[src/logic/hwpe_pkg.sv]
// Accelerator subsystem shared types
// Widths, register map, engine kinds and bus structs

`default_nettype none

package hwpe_pkg;

  // Word widths
  typedef logic [31:0] data_t;
  typedef logic [31:0] addr_t;
  typedef logic [7:0]  cfg_id_t;
  typedef logic [15:0] len_t;
  typedef logic [7:0]  reg_off_t;

  localparam int unsigned N_HWPES       = 2;
  localparam int unsigned HWPE_SEL_BITS = 1;
  localparam int unsigned N_CORES       = 8;
  localparam int unsigned FIFO_DEPTH    = 4;

  // Register map, byte offsets
  localparam reg_off_t REG_TRIGGER = 8'h00;
  localparam reg_off_t REG_STATUS  = 8'h04;
  localparam reg_off_t REG_BASE    = 8'h08;
  localparam reg_off_t REG_LEN     = 8'h0C;
  localparam reg_off_t REG_DEST    = 8'h10;
  localparam reg_off_t REG_RESULT  = 8'h14;
  localparam reg_off_t REG_KIND    = 8'h18;

  // Event bit pulsed at job end
  localparam int unsigned RESET_EVT_BIT = 0;

  typedef enum logic {
    KIND_SUM = 1'b0,
    KIND_MAX = 1'b1
  } hwpe_kind_e;

  localparam hwpe_kind_e ENGINE_KINDS [N_HWPES] = '{KIND_SUM, KIND_MAX};

  typedef enum logic {
    SRC_IDLE,
    SRC_FETCH
  } src_state_e;

  typedef enum logic [1:0] {
    SINK_IDLE,
    SINK_REDUCE,
    SINK_WRITE,
    SINK_DONE
  } sink_state_e;

  ////////////////////////////////////////////////////////////////////////////
  // Bus structs, wen high means read
  ////////////////////////////////////////////////////////////////////////////

  typedef struct packed {
    logic    req;
    addr_t   add;
    logic    wen;
    data_t   wdata;
    cfg_id_t id;
  } cfg_req_t;

  typedef struct packed {
    logic    gnt;
    logic    r_valid;
    data_t   r_data;
    cfg_id_t r_id;
  } cfg_rsp_t;

  typedef struct packed {
    logic  req;
    addr_t add;
    logic  wen;
    data_t data;
  } mem_req_t;

  typedef struct packed {
    logic  gnt;
    logic  r_valid;
    data_t r_data;
  } mem_rsp_t;

  typedef logic [N_CORES-1:0][1:0] evt_t;

endpackage

`default_nettype wire

[src/logic/hwpe_cfg_regs.sv]
// Engine configuration registers

`timescale 1ns/100ps
`default_nettype none

module hwpe_cfg_regs
  import hwpe_pkg::*;
#(
  parameter hwpe_kind_e KIND = KIND_SUM
) (
  input  logic     clk,
  input  logic     rst_i,
  input  logic     en_i,
  input  cfg_req_t cfg_req_i,
  input  logic     busy_i,
  input  logic     done_i,
  input  data_t    result_i,
  output cfg_rsp_t cfg_rsp_o,
  output logic     start_o,
  output addr_t    base_o,
  output len_t     len_o,
  output addr_t    dest_o
);

  reg_off_t offset;
  logic     wr_en;
  logic     rd_en;
  data_t    rd_data;
  logic     rvalid_q;
  data_t    rdata_q;
  cfg_id_t  rid_q;
  logic     start_q;
  addr_t    base_q;
  len_t     len_q;
  addr_t    dest_q;
  data_t    result_q;

  assign offset = cfg_req_i.add[7:0];
  assign wr_en  = cfg_req_i.req && !cfg_req_i.wen;
  assign rd_en  = cfg_req_i.req && cfg_req_i.wen;

  // Read decode
  always_comb begin
    case (offset)
      REG_STATUS: rd_data = {31'd0, busy_i};
      REG_BASE:   rd_data = base_q;
      REG_LEN:    rd_data = {16'd0, len_q};
      REG_DEST:   rd_data = dest_q;
      REG_RESULT: rd_data = result_q;
      REG_KIND:   rd_data = {31'd0, KIND};
      default:    rd_data = '0;
    endcase
  end

  always_ff @(posedge clk) begin
    if (rst_i) begin
      rvalid_q <= 1'b0;
      start_q  <= 1'b0;
      base_q   <= '0;
      len_q    <= '0;
      dest_q   <= '0;
      result_q <= '0;
    end else if (en_i) begin
      rvalid_q <= cfg_req_i.req;
      // Trigger while busy is dropped
      start_q  <= wr_en && (offset == REG_TRIGGER) && !busy_i;
      if (wr_en && offset == REG_BASE) base_q <= cfg_req_i.wdata;
      if (wr_en && offset == REG_LEN)  len_q  <= cfg_req_i.wdata[15:0];
      if (wr_en && offset == REG_DEST) dest_q <= cfg_req_i.wdata;
      if (done_i) result_q <= result_i;
    end
  end

  // Response payload, zero data on writes
  always_ff @(posedge clk) begin
    if (en_i && cfg_req_i.req) begin
      rid_q   <= cfg_req_i.id;
      rdata_q <= rd_en ? rd_data : '0;
    end
  end

  always_comb begin
    cfg_rsp_o.gnt     = cfg_req_i.req;
    cfg_rsp_o.r_valid = rvalid_q;
    cfg_rsp_o.r_data  = rdata_q;
    cfg_rsp_o.r_id    = rid_q;
  end

  assign start_o = start_q;
  assign base_o  = base_q;
  assign len_o   = len_q;
  assign dest_o  = dest_q;

  // Every response answers a request from the last enabled cycle
  assert property (@(posedge clk) disable iff (rst_i)
    $rose(cfg_rsp_o.r_valid) |-> $past(cfg_req_i.req && en_i));

endmodule

`default_nettype wire

[src/logic/hwpe_stream_source.sv]
// Stream source
// Issues one memory read per word of a block

`timescale 1ns/100ps
`default_nettype none

module hwpe_stream_source
  import hwpe_pkg::*;
(
  input  logic     clk,
  input  logic     rst_i,
  input  logic     en_i,
  input  logic     start_i,
  input  addr_t    base_i,
  input  len_t     len_i,
  input  logic     mem_gnt_i,
  input  len_t     space_i,
  output mem_req_t mem_req_o,
  output logic     push_o,
  output logic     busy_o
);

  src_state_e state_q;
  addr_t      addr_q;
  len_t       left_q;
  logic       pend_q;
  logic       issue;
  logic       fire;

  // Outstanding read plus buffered words must stay below the depth
  assign issue = en_i && (state_q == SRC_FETCH) && (len_t'(pend_q) < space_i);
  assign fire  = issue && mem_gnt_i;

  always_comb begin
    mem_req_o.req  = issue;
    mem_req_o.add  = addr_q;
    mem_req_o.wen  = 1'b1;
    mem_req_o.data = '0;
  end

  // Read data returns one cycle after the grant
  assign push_o = pend_q;
  assign busy_o = (state_q == SRC_FETCH) || pend_q;

  always_ff @(posedge clk) begin
    if (rst_i) begin
      state_q <= SRC_IDLE;
      left_q  <= '0;
      pend_q  <= 1'b0;
    end else if (en_i) begin
      pend_q <= fire;
      case (state_q)
        SRC_IDLE: begin
          if (start_i && len_i != '0) begin
            state_q <= SRC_FETCH;
            left_q  <= len_i;
          end
        end
        SRC_FETCH: begin
          if (fire) begin
            left_q <= left_q - 1'b1;
            if (left_q == len_t'(1)) state_q <= SRC_IDLE;
          end
        end
        default: state_q <= SRC_IDLE;
      endcase
    end
  end

  // Word address, base plus four per issued read
  always_ff @(posedge clk) begin
    if (en_i) begin
      if (start_i && state_q == SRC_IDLE) begin
        addr_q <= base_i;
      end else if (fire) begin
        addr_q <= addr_q + addr_t'(4);
      end
    end
  end

  // A stalled request holds its address
  assert property (@(posedge clk) disable iff (rst_i)
    (mem_req_o.req && !mem_gnt_i) ##1 en_i |-> mem_req_o.req && $stable(mem_req_o.add));

endmodule

`default_nettype wire

[src/logic/hwpe_stream_fifo.sv]
// Stream buffer
// Holds read data until the sink takes it

`timescale 1ns/100ps
`default_nettype none

module hwpe_stream_fifo
  import hwpe_pkg::*;
(
  input  logic  clk,
  input  logic  rst_i,
  input  logic  en_i,
  input  logic  push_i,
  input  data_t push_data_i,
  input  logic  pop_i,
  output data_t pop_data_o,
  output logic  empty_o,
  output len_t  free_o
);

  data_t                         mem_q [FIFO_DEPTH];
  logic [$clog2(FIFO_DEPTH)-1:0] wr_ptr_q;
  logic [$clog2(FIFO_DEPTH)-1:0] rd_ptr_q;
  logic [$clog2(FIFO_DEPTH):0]   count_q;
  logic                          do_push;
  logic                          do_pop;

  assign do_push = en_i && push_i;
  assign do_pop  = en_i && pop_i;

  // Pointers wrap naturally at a power of two depth
  always_ff @(posedge clk) begin
    if (rst_i) begin
      wr_ptr_q <= '0;
      rd_ptr_q <= '0;
      count_q  <= '0;
    end else begin
      if (do_push) wr_ptr_q <= wr_ptr_q + 1'b1;
      if (do_pop)  rd_ptr_q <= rd_ptr_q + 1'b1;
      case ({do_push, do_pop})
        2'b10:   count_q <= count_q + 1'b1;
        2'b01:   count_q <= count_q - 1'b1;
        default: count_q <= count_q;
      endcase
    end
  end

  always_ff @(posedge clk) begin
    if (do_push) mem_q[wr_ptr_q] <= push_data_i;
  end

  assign pop_data_o = mem_q[rd_ptr_q];
  assign empty_o    = (count_q == '0);
  assign free_o     = len_t'(FIFO_DEPTH) - len_t'(count_q);

  ////////////////////////////////////////////////////////////////////////////
  // Flow control from source and sink
  ////////////////////////////////////////////////////////////////////////////

  assert property (@(posedge clk) disable iff (rst_i)
    do_push |-> count_q < FIFO_DEPTH);

  assert property (@(posedge clk) disable iff (rst_i)
    do_pop |-> count_q != '0);

endmodule

`default_nettype wire

[src/logic/hwpe_reduce_sink.sv]
// Reduction sink
// Sums or takes the maximum, then writes the result back

`timescale 1ns/100ps
`default_nettype none

module hwpe_reduce_sink
  import hwpe_pkg::*;
#(
  parameter hwpe_kind_e KIND = KIND_SUM
) (
  input  logic     clk,
  input  logic     rst_i,
  input  logic     en_i,
  input  logic     start_i,
  input  len_t     len_i,
  input  addr_t    dest_i,
  input  logic     empty_i,
  input  data_t    pop_data_i,
  input  logic     port_free_i,
  input  logic     mem_gnt_i,
  output logic     pop_o,
  output mem_req_t mem_req_o,
  output logic     done_o,
  output data_t    result_o,
  output logic     busy_o
);

  sink_state_e state_q;
  len_t        cnt_q;
  data_t       acc_q;
  data_t       acc_next;
  addr_t       dest_q;
  logic        pop;
  logic        wr_req;

  assign pop    = en_i && (state_q == SINK_REDUCE) && !empty_i;
  assign wr_req = en_i && (state_q == SINK_WRITE) && port_free_i;

  // Modular sum or unsigned max
  always_comb begin
    if (KIND == KIND_SUM) begin
      acc_next = acc_q + pop_data_i;
    end else begin
      acc_next = (pop_data_i > acc_q) ? pop_data_i : acc_q;
    end
  end

  always_ff @(posedge clk) begin
    if (rst_i) begin
      state_q <= SINK_IDLE;
      cnt_q   <= '0;
    end else if (en_i) begin
      case (state_q)
        SINK_IDLE: begin
          if (start_i) begin
            cnt_q   <= len_i;
            // Empty job goes straight to the end pulse
            state_q <= (len_i == '0) ? SINK_DONE : SINK_REDUCE;
          end
        end
        SINK_REDUCE: begin
          if (pop) begin
            cnt_q <= cnt_q - 1'b1;
            if (cnt_q == len_t'(1)) state_q <= SINK_WRITE;
          end
        end
        SINK_WRITE: if (wr_req && mem_gnt_i) state_q <= SINK_DONE;
        SINK_DONE:  state_q <= SINK_IDLE;
        default:    state_q <= SINK_IDLE;
      endcase
    end
  end

  always_ff @(posedge clk) begin
    if (en_i) begin
      if (start_i && state_q == SINK_IDLE) begin
        acc_q  <= '0;
        dest_q <= dest_i;
      end else if (pop) begin
        acc_q <= acc_next;
      end
    end
  end

  always_comb begin
    mem_req_o.req  = wr_req;
    mem_req_o.add  = dest_q;
    mem_req_o.wen  = 1'b0;
    mem_req_o.data = acc_q;
  end

  assign pop_o    = pop;
  assign done_o   = (state_q == SINK_DONE);
  assign result_o = acc_q;
  assign busy_o   = (state_q == SINK_REDUCE) || (state_q == SINK_WRITE);

endmodule

`default_nettype wire

[src/logic/hwpe_engine.sv]
// Reduction engine
// Registers, source, buffer and sink on one memory port

`timescale 1ns/100ps
`default_nettype none

module hwpe_engine
  import hwpe_pkg::*;
#(
  parameter hwpe_kind_e KIND = KIND_SUM
) (
  input  logic     clk,
  input  logic     rst_i,
  input  logic     en_i,
  input  cfg_req_t cfg_req_i,
  input  mem_rsp_t mem_rsp_i,
  output cfg_rsp_t cfg_rsp_o,
  output mem_req_t mem_req_o,
  output logic     busy_o,
  output evt_t     evt_o
);

  logic     start;
  addr_t    base;
  len_t     len;
  addr_t    dest;
  logic     done;
  data_t    result;
  logic     busy;
  logic     src_busy;
  logic     sink_busy;
  logic     src_gnt;
  logic     sink_gnt;
  mem_req_t src_req;
  mem_req_t sink_req;
  logic     src_push;
  logic     fifo_push;
  logic     pop;
  data_t    pop_data;
  logic     empty;
  len_t     free;

  // Pending start covers the gap before source and sink go busy
  assign busy   = start || src_busy || sink_busy;
  assign busy_o = busy;

  hwpe_cfg_regs #(
    .KIND ( KIND )
  ) i_cfg_regs (
    .clk       ( clk       ),
    .rst_i     ( rst_i     ),
    .en_i      ( en_i      ),
    .cfg_req_i ( cfg_req_i ),
    .busy_i    ( busy      ),
    .done_i    ( done      ),
    .result_i  ( result    ),
    .cfg_rsp_o ( cfg_rsp_o ),
    .start_o   ( start     ),
    .base_o    ( base      ),
    .len_o     ( len       ),
    .dest_o    ( dest      )
  );

  hwpe_stream_source i_source (
    .clk       ( clk      ),
    .rst_i     ( rst_i    ),
    .en_i      ( en_i     ),
    .start_i   ( start    ),
    .base_i    ( base     ),
    .len_i     ( len      ),
    .mem_gnt_i ( src_gnt  ),
    .space_i   ( free     ),
    .mem_req_o ( src_req  ),
    .push_o    ( src_push ),
    .busy_o    ( src_busy )
  );

  // Only read returns reach the buffer
  assign fifo_push = src_push && mem_rsp_i.r_valid;

  hwpe_stream_fifo i_fifo (
    .clk         ( clk              ),
    .rst_i       ( rst_i            ),
    .en_i        ( en_i             ),
    .push_i      ( fifo_push        ),
    .push_data_i ( mem_rsp_i.r_data ),
    .pop_i       ( pop              ),
    .pop_data_o  ( pop_data         ),
    .empty_o     ( empty            ),
    .free_o      ( free             )
  );

  hwpe_reduce_sink #(
    .KIND ( KIND )
  ) i_sink (
    .clk         ( clk       ),
    .rst_i       ( rst_i     ),
    .en_i        ( en_i      ),
    .start_i     ( start     ),
    .len_i       ( len       ),
    .dest_i      ( dest      ),
    .empty_i     ( empty     ),
    .pop_data_i  ( pop_data  ),
    .port_free_i ( !src_busy ),
    .mem_gnt_i   ( sink_gnt  ),
    .pop_o       ( pop       ),
    .mem_req_o   ( sink_req  ),
    .done_o      ( done      ),
    .result_o    ( result    ),
    .busy_o      ( sink_busy )
  );

  ////////////////////////////////////////////////////////////////////////////
  // Memory port sharing
  ////////////////////////////////////////////////////////////////////////////

  // Sink only requests once the source has gone idle
  assign mem_req_o = sink_req.req ? sink_req : src_req;
  assign sink_gnt  = mem_rsp_i.gnt && sink_req.req;
  assign src_gnt   = mem_rsp_i.gnt && !sink_req.req;

  // End of job event to every core
  always_comb begin
    evt_o = '0;
    for (int c = 0; c < N_CORES; c++) begin
      evt_o[c][RESET_EVT_BIT] = done;
    end
  end

endmodule

`default_nettype wire

[src/logic/hwpe_subsystem.sv]
// Accelerator subsystem top
// Two reduction engines behind one config bus and one memory port

`timescale 1ns/100ps
`default_nettype none

module hwpe_subsystem
  import hwpe_pkg::*;
(
  input  logic                     clk,
  input  logic                     rst_i,
  input  logic                     hwpe_en_i,
  input  logic [HWPE_SEL_BITS-1:0] hwpe_sel_i,
  input  cfg_req_t                 cfg_req_i,
  input  mem_rsp_t                 mem_rsp_i,
  output cfg_rsp_t                 cfg_rsp_o,
  output mem_req_t                 mem_req_o,
  output evt_t                     evt_o,
  output logic                     busy_o
);

  logic [N_HWPES-1:0] hwpe_en_int;
  logic [N_HWPES-1:0] busy;
  evt_t               evt         [N_HWPES];
  cfg_req_t           eng_cfg_req [N_HWPES];
  cfg_rsp_t           eng_cfg_rsp [N_HWPES];
  mem_req_t           eng_mem_req [N_HWPES];
  mem_rsp_t           eng_mem_rsp [N_HWPES];

  for (genvar i = 0; i < N_HWPES; i++) begin : gen_hwpe

    // Selected engine advances only while enabled
    assign hwpe_en_int[i] = hwpe_en_i && (hwpe_sel_i == i);

    // Request fields broadcast, req decoded by selection
    assign eng_cfg_req[i] = '{
      req:   cfg_req_i.req && (hwpe_sel_i == i),
      add:   cfg_req_i.add,
      wen:   cfg_req_i.wen,
      wdata: cfg_req_i.wdata,
      id:    cfg_req_i.id
    };

    // Unselected engine sees no grant and no return
    assign eng_mem_rsp[i] = (hwpe_sel_i == i) ? mem_rsp_i : '0;

    hwpe_engine #(
      .KIND ( ENGINE_KINDS[i] )
    ) i_engine (
      .clk       ( clk            ),
      .rst_i     ( rst_i          ),
      .en_i      ( hwpe_en_int[i] ),
      .cfg_req_i ( eng_cfg_req[i] ),
      .mem_rsp_i ( eng_mem_rsp[i] ),
      .cfg_rsp_o ( eng_cfg_rsp[i] ),
      .mem_req_o ( eng_mem_req[i] ),
      .busy_o    ( busy[i]        ),
      .evt_o     ( evt[i]         )
    );

  end

  ////////////////////////////////////////////////////////////////////////////
  // Config response, events and busy
  ////////////////////////////////////////////////////////////////////////////

  always_comb begin
    cfg_rsp_o = eng_cfg_rsp[0];
    evt_o     = evt[0];
    busy_o    = busy[0];
    for (int i = 1; i < N_HWPES; i++) begin
      if (hwpe_sel_i == i) begin
        cfg_rsp_o = eng_cfg_rsp[i];
        evt_o     = evt[i];
        busy_o    = busy[i];
      end
    end
  end

  ////////////////////////////////////////////////////////////////////////////
  // Memory initiator, static select
  ////////////////////////////////////////////////////////////////////////////

  assign mem_req_o = eng_mem_req[hwpe_sel_i];

  // Selection only moves between jobs
  assert property (@(posedge clk) disable iff (rst_i)
    $changed(hwpe_sel_i) |-> !busy_o && !$past(busy_o));

endmodule

`default_nettype wire

[config.mk]
export PLATFORM = sky130hd
export DESIGN_NAME = hwpe_subsystem
export DESIGN_NICKNAME = d
export VERILOG_FILES = /design/src/logic/hwpe_pkg.sv /design/src/logic/hwpe_cfg_regs.sv /design/src/logic/hwpe_stream_source.sv /design/src/logic/hwpe_stream_fifo.sv /design/src/logic/hwpe_reduce_sink.sv /design/src/logic/hwpe_engine.sv /design/src/logic/hwpe_subsystem.sv
export SDC_FILE = /design/constraint.sdc
export NUM_CORES = 2
export LEC_CHECK = 0
export ABC_AREA = 1
export BUFFER_PORTS_ARGS = -buffer_cell sky130_fd_sc_hd__buf_2
export CORE_MARGIN = 10
export CORE_UTILIZATION = 66
export CTS_CLUSTER_DIAMETER = 60
export DETAILED_ROUTE_END_ITERATION = 12
export PLACE_DENSITY = 0.89
export SETUP_SLACK_MARGIN = 0.2
export SYNTH_ARGS = -nofsm -noshare
export SYNTH_HDL_FRONTEND = slang
export SYNTH_SLANG_ARGS = --single-unit
[constraint.sdc]
create_clock -name clk -period 6.7 [get_ports clk]
set_clock_uncertainty 0.2 [all_clocks]
set_input_delay 0.335 -clock clk [delete_from_list [all_inputs] [get_ports clk]]
set_output_delay 0.335 -clock clk [all_outputs]
set_load 0.05 [all_outputs]
==> flow_summary.json <==
{
  "hold_path_depth": 5,
  "cts.path.max_buffers": 3,
  "crit_path_end": "gen_hwpe[1].i_engine.i_sink.result_o[17]",
  "critical-path-top-delay-family": "simple AND/OR/NAND/NOR gates",
  "layout.cells.non_filler": 5982,
  "area_growth_pct": 11.6,
  "critPathSlowestCell": "o21ai_0",
  "multi_input_area_mm2": 0.0159,
  "via_per_inst": 6.28,
  "portBuffers": 204,
  "hold_class": "input pin to flip-flop",
  "ff2ff_setup_slack_ns": 1.64,
  "clk_pin_slew_ns": 0.06,
  "tightest_slew_ns": 1.16,
  "antenna_left": 0,
  "crit_path_end_kind": "flip-flop",
  "die_x_um": 269,
  "yosysSeqAreaShare_pct": 54.1,
  "placementRows": 91,
  "clock_latency_ns": 0.65,
  "dr.pass1.iters": 10,
  "drt-initial-drc-count": 6324,
  "final_util_pct": 74.3,
  "nets": 5283,
  "yosysWarnings": 0,
  "dpl.cell_count": 5750,
  "cts_made_buffers": 84,
  "startpoint_type": "flip-flop",
  "grt.total_usage_pct": 37.0,
  "core_mm2": 0.0617,
  "cts_sinks": 846,
  "path_depth": 11,
  "grt_overflow": 0,
  "synthCells": 4906,
  "synth_enable_flop_cells": 528,
  "p_per_area_mw_per_mm2": 229,
  "wl_per_cell_um": 23.3,
  "seq_area_mm2": 0.0222,
  "power_mw": 10.5,
  "hold_viol_final": 0,
  "cts_root_buf": "clkbuf_16",
  "syn_area_mm2": 0.0411,
  "gp_congestion": 0.964,
  "critPathKind": "flip-flop to flip-flop",
  "max_cap_violations": 0,
  "cts_resized": 0,
  "crit_arrival_ns": 5.03,
  "status": "completed",
  "synth-seq-cells": 846,
  "n_fill_cell": 4351,
  "async_flop_share_pct": 0,
  "antenna_found_initial": 6,
  "slew-limit-headroom_pct": 22.9,
  "fmax_mhz": 198,
  "ioPinCount": 237,
  "rsz0062_at_grt": "false",
  "p_leak_nw": 18.6,
  "grt_pass1_vias": 35100,
  "finalSetupTns_ns": 0,
  "ff2ff_path_depth": 11,
  "crit_fanout": 65,
  "synth_area_per_cell_um2": 8.37,
  "period_needed_ns": 5.06,
  "htree_levels": 3,
  "grt_start_max_net_pins": 127,
  "grt_pass1_wl_um": 209000,
  "required_ns": 6.67,
  "drt-total-wl_um": 139000,
  "rr_endpoint": "gen_hwpe[1].i_engine.i_sink.result_o[17]",
  "slowest_delay_ns": 0.85,
  "cts_tree": "built",
  "fin_crit_sh_pct": 75.5,
  "crit_path_frequent_cell": "nand2_1",
  "setup-violations-final": 0,
  "drv_slew": 0,
  "cp_cell_sequence": "buf_4 -> inv_2 -> o21ai_0 -> nand2_1 -> ha_1 -> nand4_1 -> nor3_1 -> nand3_1 -> o21a_1 -> nand2_1 -> nand2_2",
  "dieHeight_um": 269,
  "ys.flop_type": "edfxtp_1",
  "drcViolationCount": 0,
  "die_area_mm2": 0.0726,
  "num_vias": 37600,
  "final_layout_size_suffix_gt1_share_pct": 8.71,
  "critical_path_buf_inv_count": 2,
  "peakVddDrop_v": 0.000364,
  "initial_core_util_pct": 66.6,
  "dp_hpwl_um": 90800,
  "synth_cell_types": 49
}
## registers in the layout (all words and copies together), names as in the netlist, 6 cells and up, named ones only
register	count
gen_hwpe.i_engine.i_sink.cnt_q	32
gen_hwpe.i_engine.i_cfg_regs.len_o	32
gen_hwpe.i_engine.i_cfg_regs.result_q	64
gen_hwpe.i_engine.i_source.left_q	32
gen_hwpe.i_engine.i_sink.dest_q	64
gen_hwpe.i_engine.i_sink.result_o	64
gen_hwpe.i_engine.i_cfg_regs.rid_q	16
gen_hwpe.i_engine.i_fifo.mem_q	256
gen_hwpe.i_engine.i_cfg_regs.rdata_q	64
gen_hwpe.i_engine.i_cfg_regs.dest_o	64
gen_hwpe.i_engine.i_source.addr_q	64
gen_hwpe.i_engine.i_cfg_regs.base_o	64
gen_hwpe.i_engine.i_fifo.count_q	6
## cells in the mapped netlist (3+ instances only)
| library cell | number | share of area (%) |
|---|---|---|
| ha_1 | 95 | 2.9 |
| o21ai_1 | 42 | 0.51 |
| nor3_2 | 7 | 0.17 |
| inv_1 | 505 | 4.6 |
| nand2_2 | 9 | 0.14 |
| fa_1 | 3 | 0.15 |
| a22oi_1 | 32 | 0.58 |
| nand3_2 | 3 | 0.073 |
| a31oi_1 | 22 | 0.34 |
| dfxtp_1 | 318 | 15 |
| a21oi_1 | 498 | 6.1 |
| o21ai_0 | 553 | 6.7 |
| nor2_4 | 4 | 0.11 |
| a211oi_1 | 4 | 0.073 |
| xor2_1 | 30 | 0.64 |
| nand2_1 | 1038 | 9.5 |
| edfxtp_1 | 528 | 39 |
| o21bai_1 | 3 | 0.055 |
| nand3b_1 | 15 | 0.27 |
| buf_4 | 20 | 0.37 |
| clkbuf_1 | 138 | 1.3 |
| nand4_1 | 31 | 0.47 |
| buf_1 | 14 | 0.13 |
| o21a_1 | 4 | 0.073 |
| a21o_1 | 4 | 0.073 |
| xnor2_1 | 3 | 0.064 |
| or2_2 | 3 | 0.046 |
| nor2_2 | 12 | 0.18 |
| buf_6 | 5 | 0.14 |
| nand3_1 | 150 | 1.8 |
| o22ai_1 | 35 | 0.53 |
| buf_2 | 67 | 0.82 |
| nor2_1 | 598 | 5.5 |
| and2_1 | 8 | 0.12 |
| inv_2 | 20 | 0.18 |
| nor3_1 | 49 | 0.60 |
| o211ai_1 | 21 | 0.38 |
## cell families after synthesis
logic type               count (synthesis)  share of synthesized area [%]
AND/OR/NAND/NOR                       1928                           19.0
buffers and inverters                  772                           7.54
AO/OA/AOI/OAI                         1228                           15.6
flip-flops                             846                           54.1
adder cells (fa/ha/maj)                 98                           3.04
XOR/XNOR                                33                          0.704
other                                    1                        0.00913
## timing repair
item                       CTS  global route
hold buffers                74             0
hold endpoints to repair   380             0
setup buffers                0             0
setup endpoints to repair    0             0
## power breakdown
part / internal (mW) / total (mW) / switching [mW]
clock: 2.50 / 4.59 / 2.08
combinational: 0.0957 / 0.413 / 0.317
sequential: 5.51 / 5.52 / 0.00445
total: 8.11 / 10.5 / 2.40
## how the worst min path moves through the flow
stage / slack, ns / end / from
floorplan: 0.22 / gen_hwpe[0].i_engine.i_cfg_regs.result_q[31] / gen_hwpe[0].i_engine.i_cfg_regs.result_q[31]
global placement: 0.23 / gen_hwpe[0].i_engine.i_sink.dest_q[5] / gen_hwpe[0].i_engine.i_cfg_regs.dest_o[5]
detailed placement: 0.24 / gen_hwpe[1].i_engine.i_sink.dest_q[11] / gen_hwpe[1].i_engine.i_cfg_regs.dest_o[11]
CTS: 0.05 / gen_hwpe[0].i_engine.i_cfg_regs.start_o / cfg_req_i[44]
global route: 0.13 / gen_hwpe[0].i_engine.i_cfg_regs.start_o / cfg_req_i[42]
finish: 0.11 / gen_hwpe[1].i_engine.i_cfg_regs.rdata_q[0] / cfg_req_i[40]
## layout by cell type, fill, tap and decap left out, types with 35 or more instances in the layout
cell           synthesis  routed
nor2_1               598     582
buf_2                 67     203
dfxtp_1              318     316
dlygate4sd3_1          0      74
edfxtp_1             528     528
o22ai_1               35      35
o21ai_0              553     551
clkbuf_16              0      88
buf_4                 20      41
a21oi_1              498     498
nand3_1              150     149
nor3_1                49      49
o21ai_1               42      41
nand2_1             1038    1037
inv_1                505     504
ha_1                  95      95
## cell type report
class                           instances  share of cell area, %
Antenna cell                            2                 0.0109
Clock buffer                          118                   5.14
Clock inverter                         38                  0.562
Inverter                              528                   4.34
Multi-Input combinational cell       3295                   34.7
Sequential cell                       846                   48.5
Tap cell                              837                   2.29
Timing Repair Buffer                  318                   4.50
## worst reg2reg max path: stages, from the launching register on
cell and delay [ns]:
dfxtp_2 0.31, buf_4 0.52, inv_2 0.62, o21ai_0 0.89, nand2_1 0.23, ha_1 0.37, nand4_1 0.11, nor3_1 0.36
nand3_1 0.18, o21a_1 0.21, nand2_1 0.08, nand2_2 0.52
## layer usage
metal | global-route usage, % | vias up | wire, um
li1 | - | 16700 | -
met4 | 23.4 | 6 | 10500
met2 | 57.4 | 3037 | 62000
met1 | 45.7 | 17200 | 48400
met5 | 0 | - | 40
met3 | 9.60 | 639 | 18600
## through the flow
step	area, um^2	hold slack (ns)	setup slack, ns
final	45800	0.112	1.64
after global routing	45800	0.131	1.57
after CTS	45800	0.0501	1.87
after detailed placement	42500	0.236	2.27
after global placement	42500	0.234	2.42
after floorplan	41100	0.225	2.96
No activity file was read; power rests on OpenSTA's default activity.
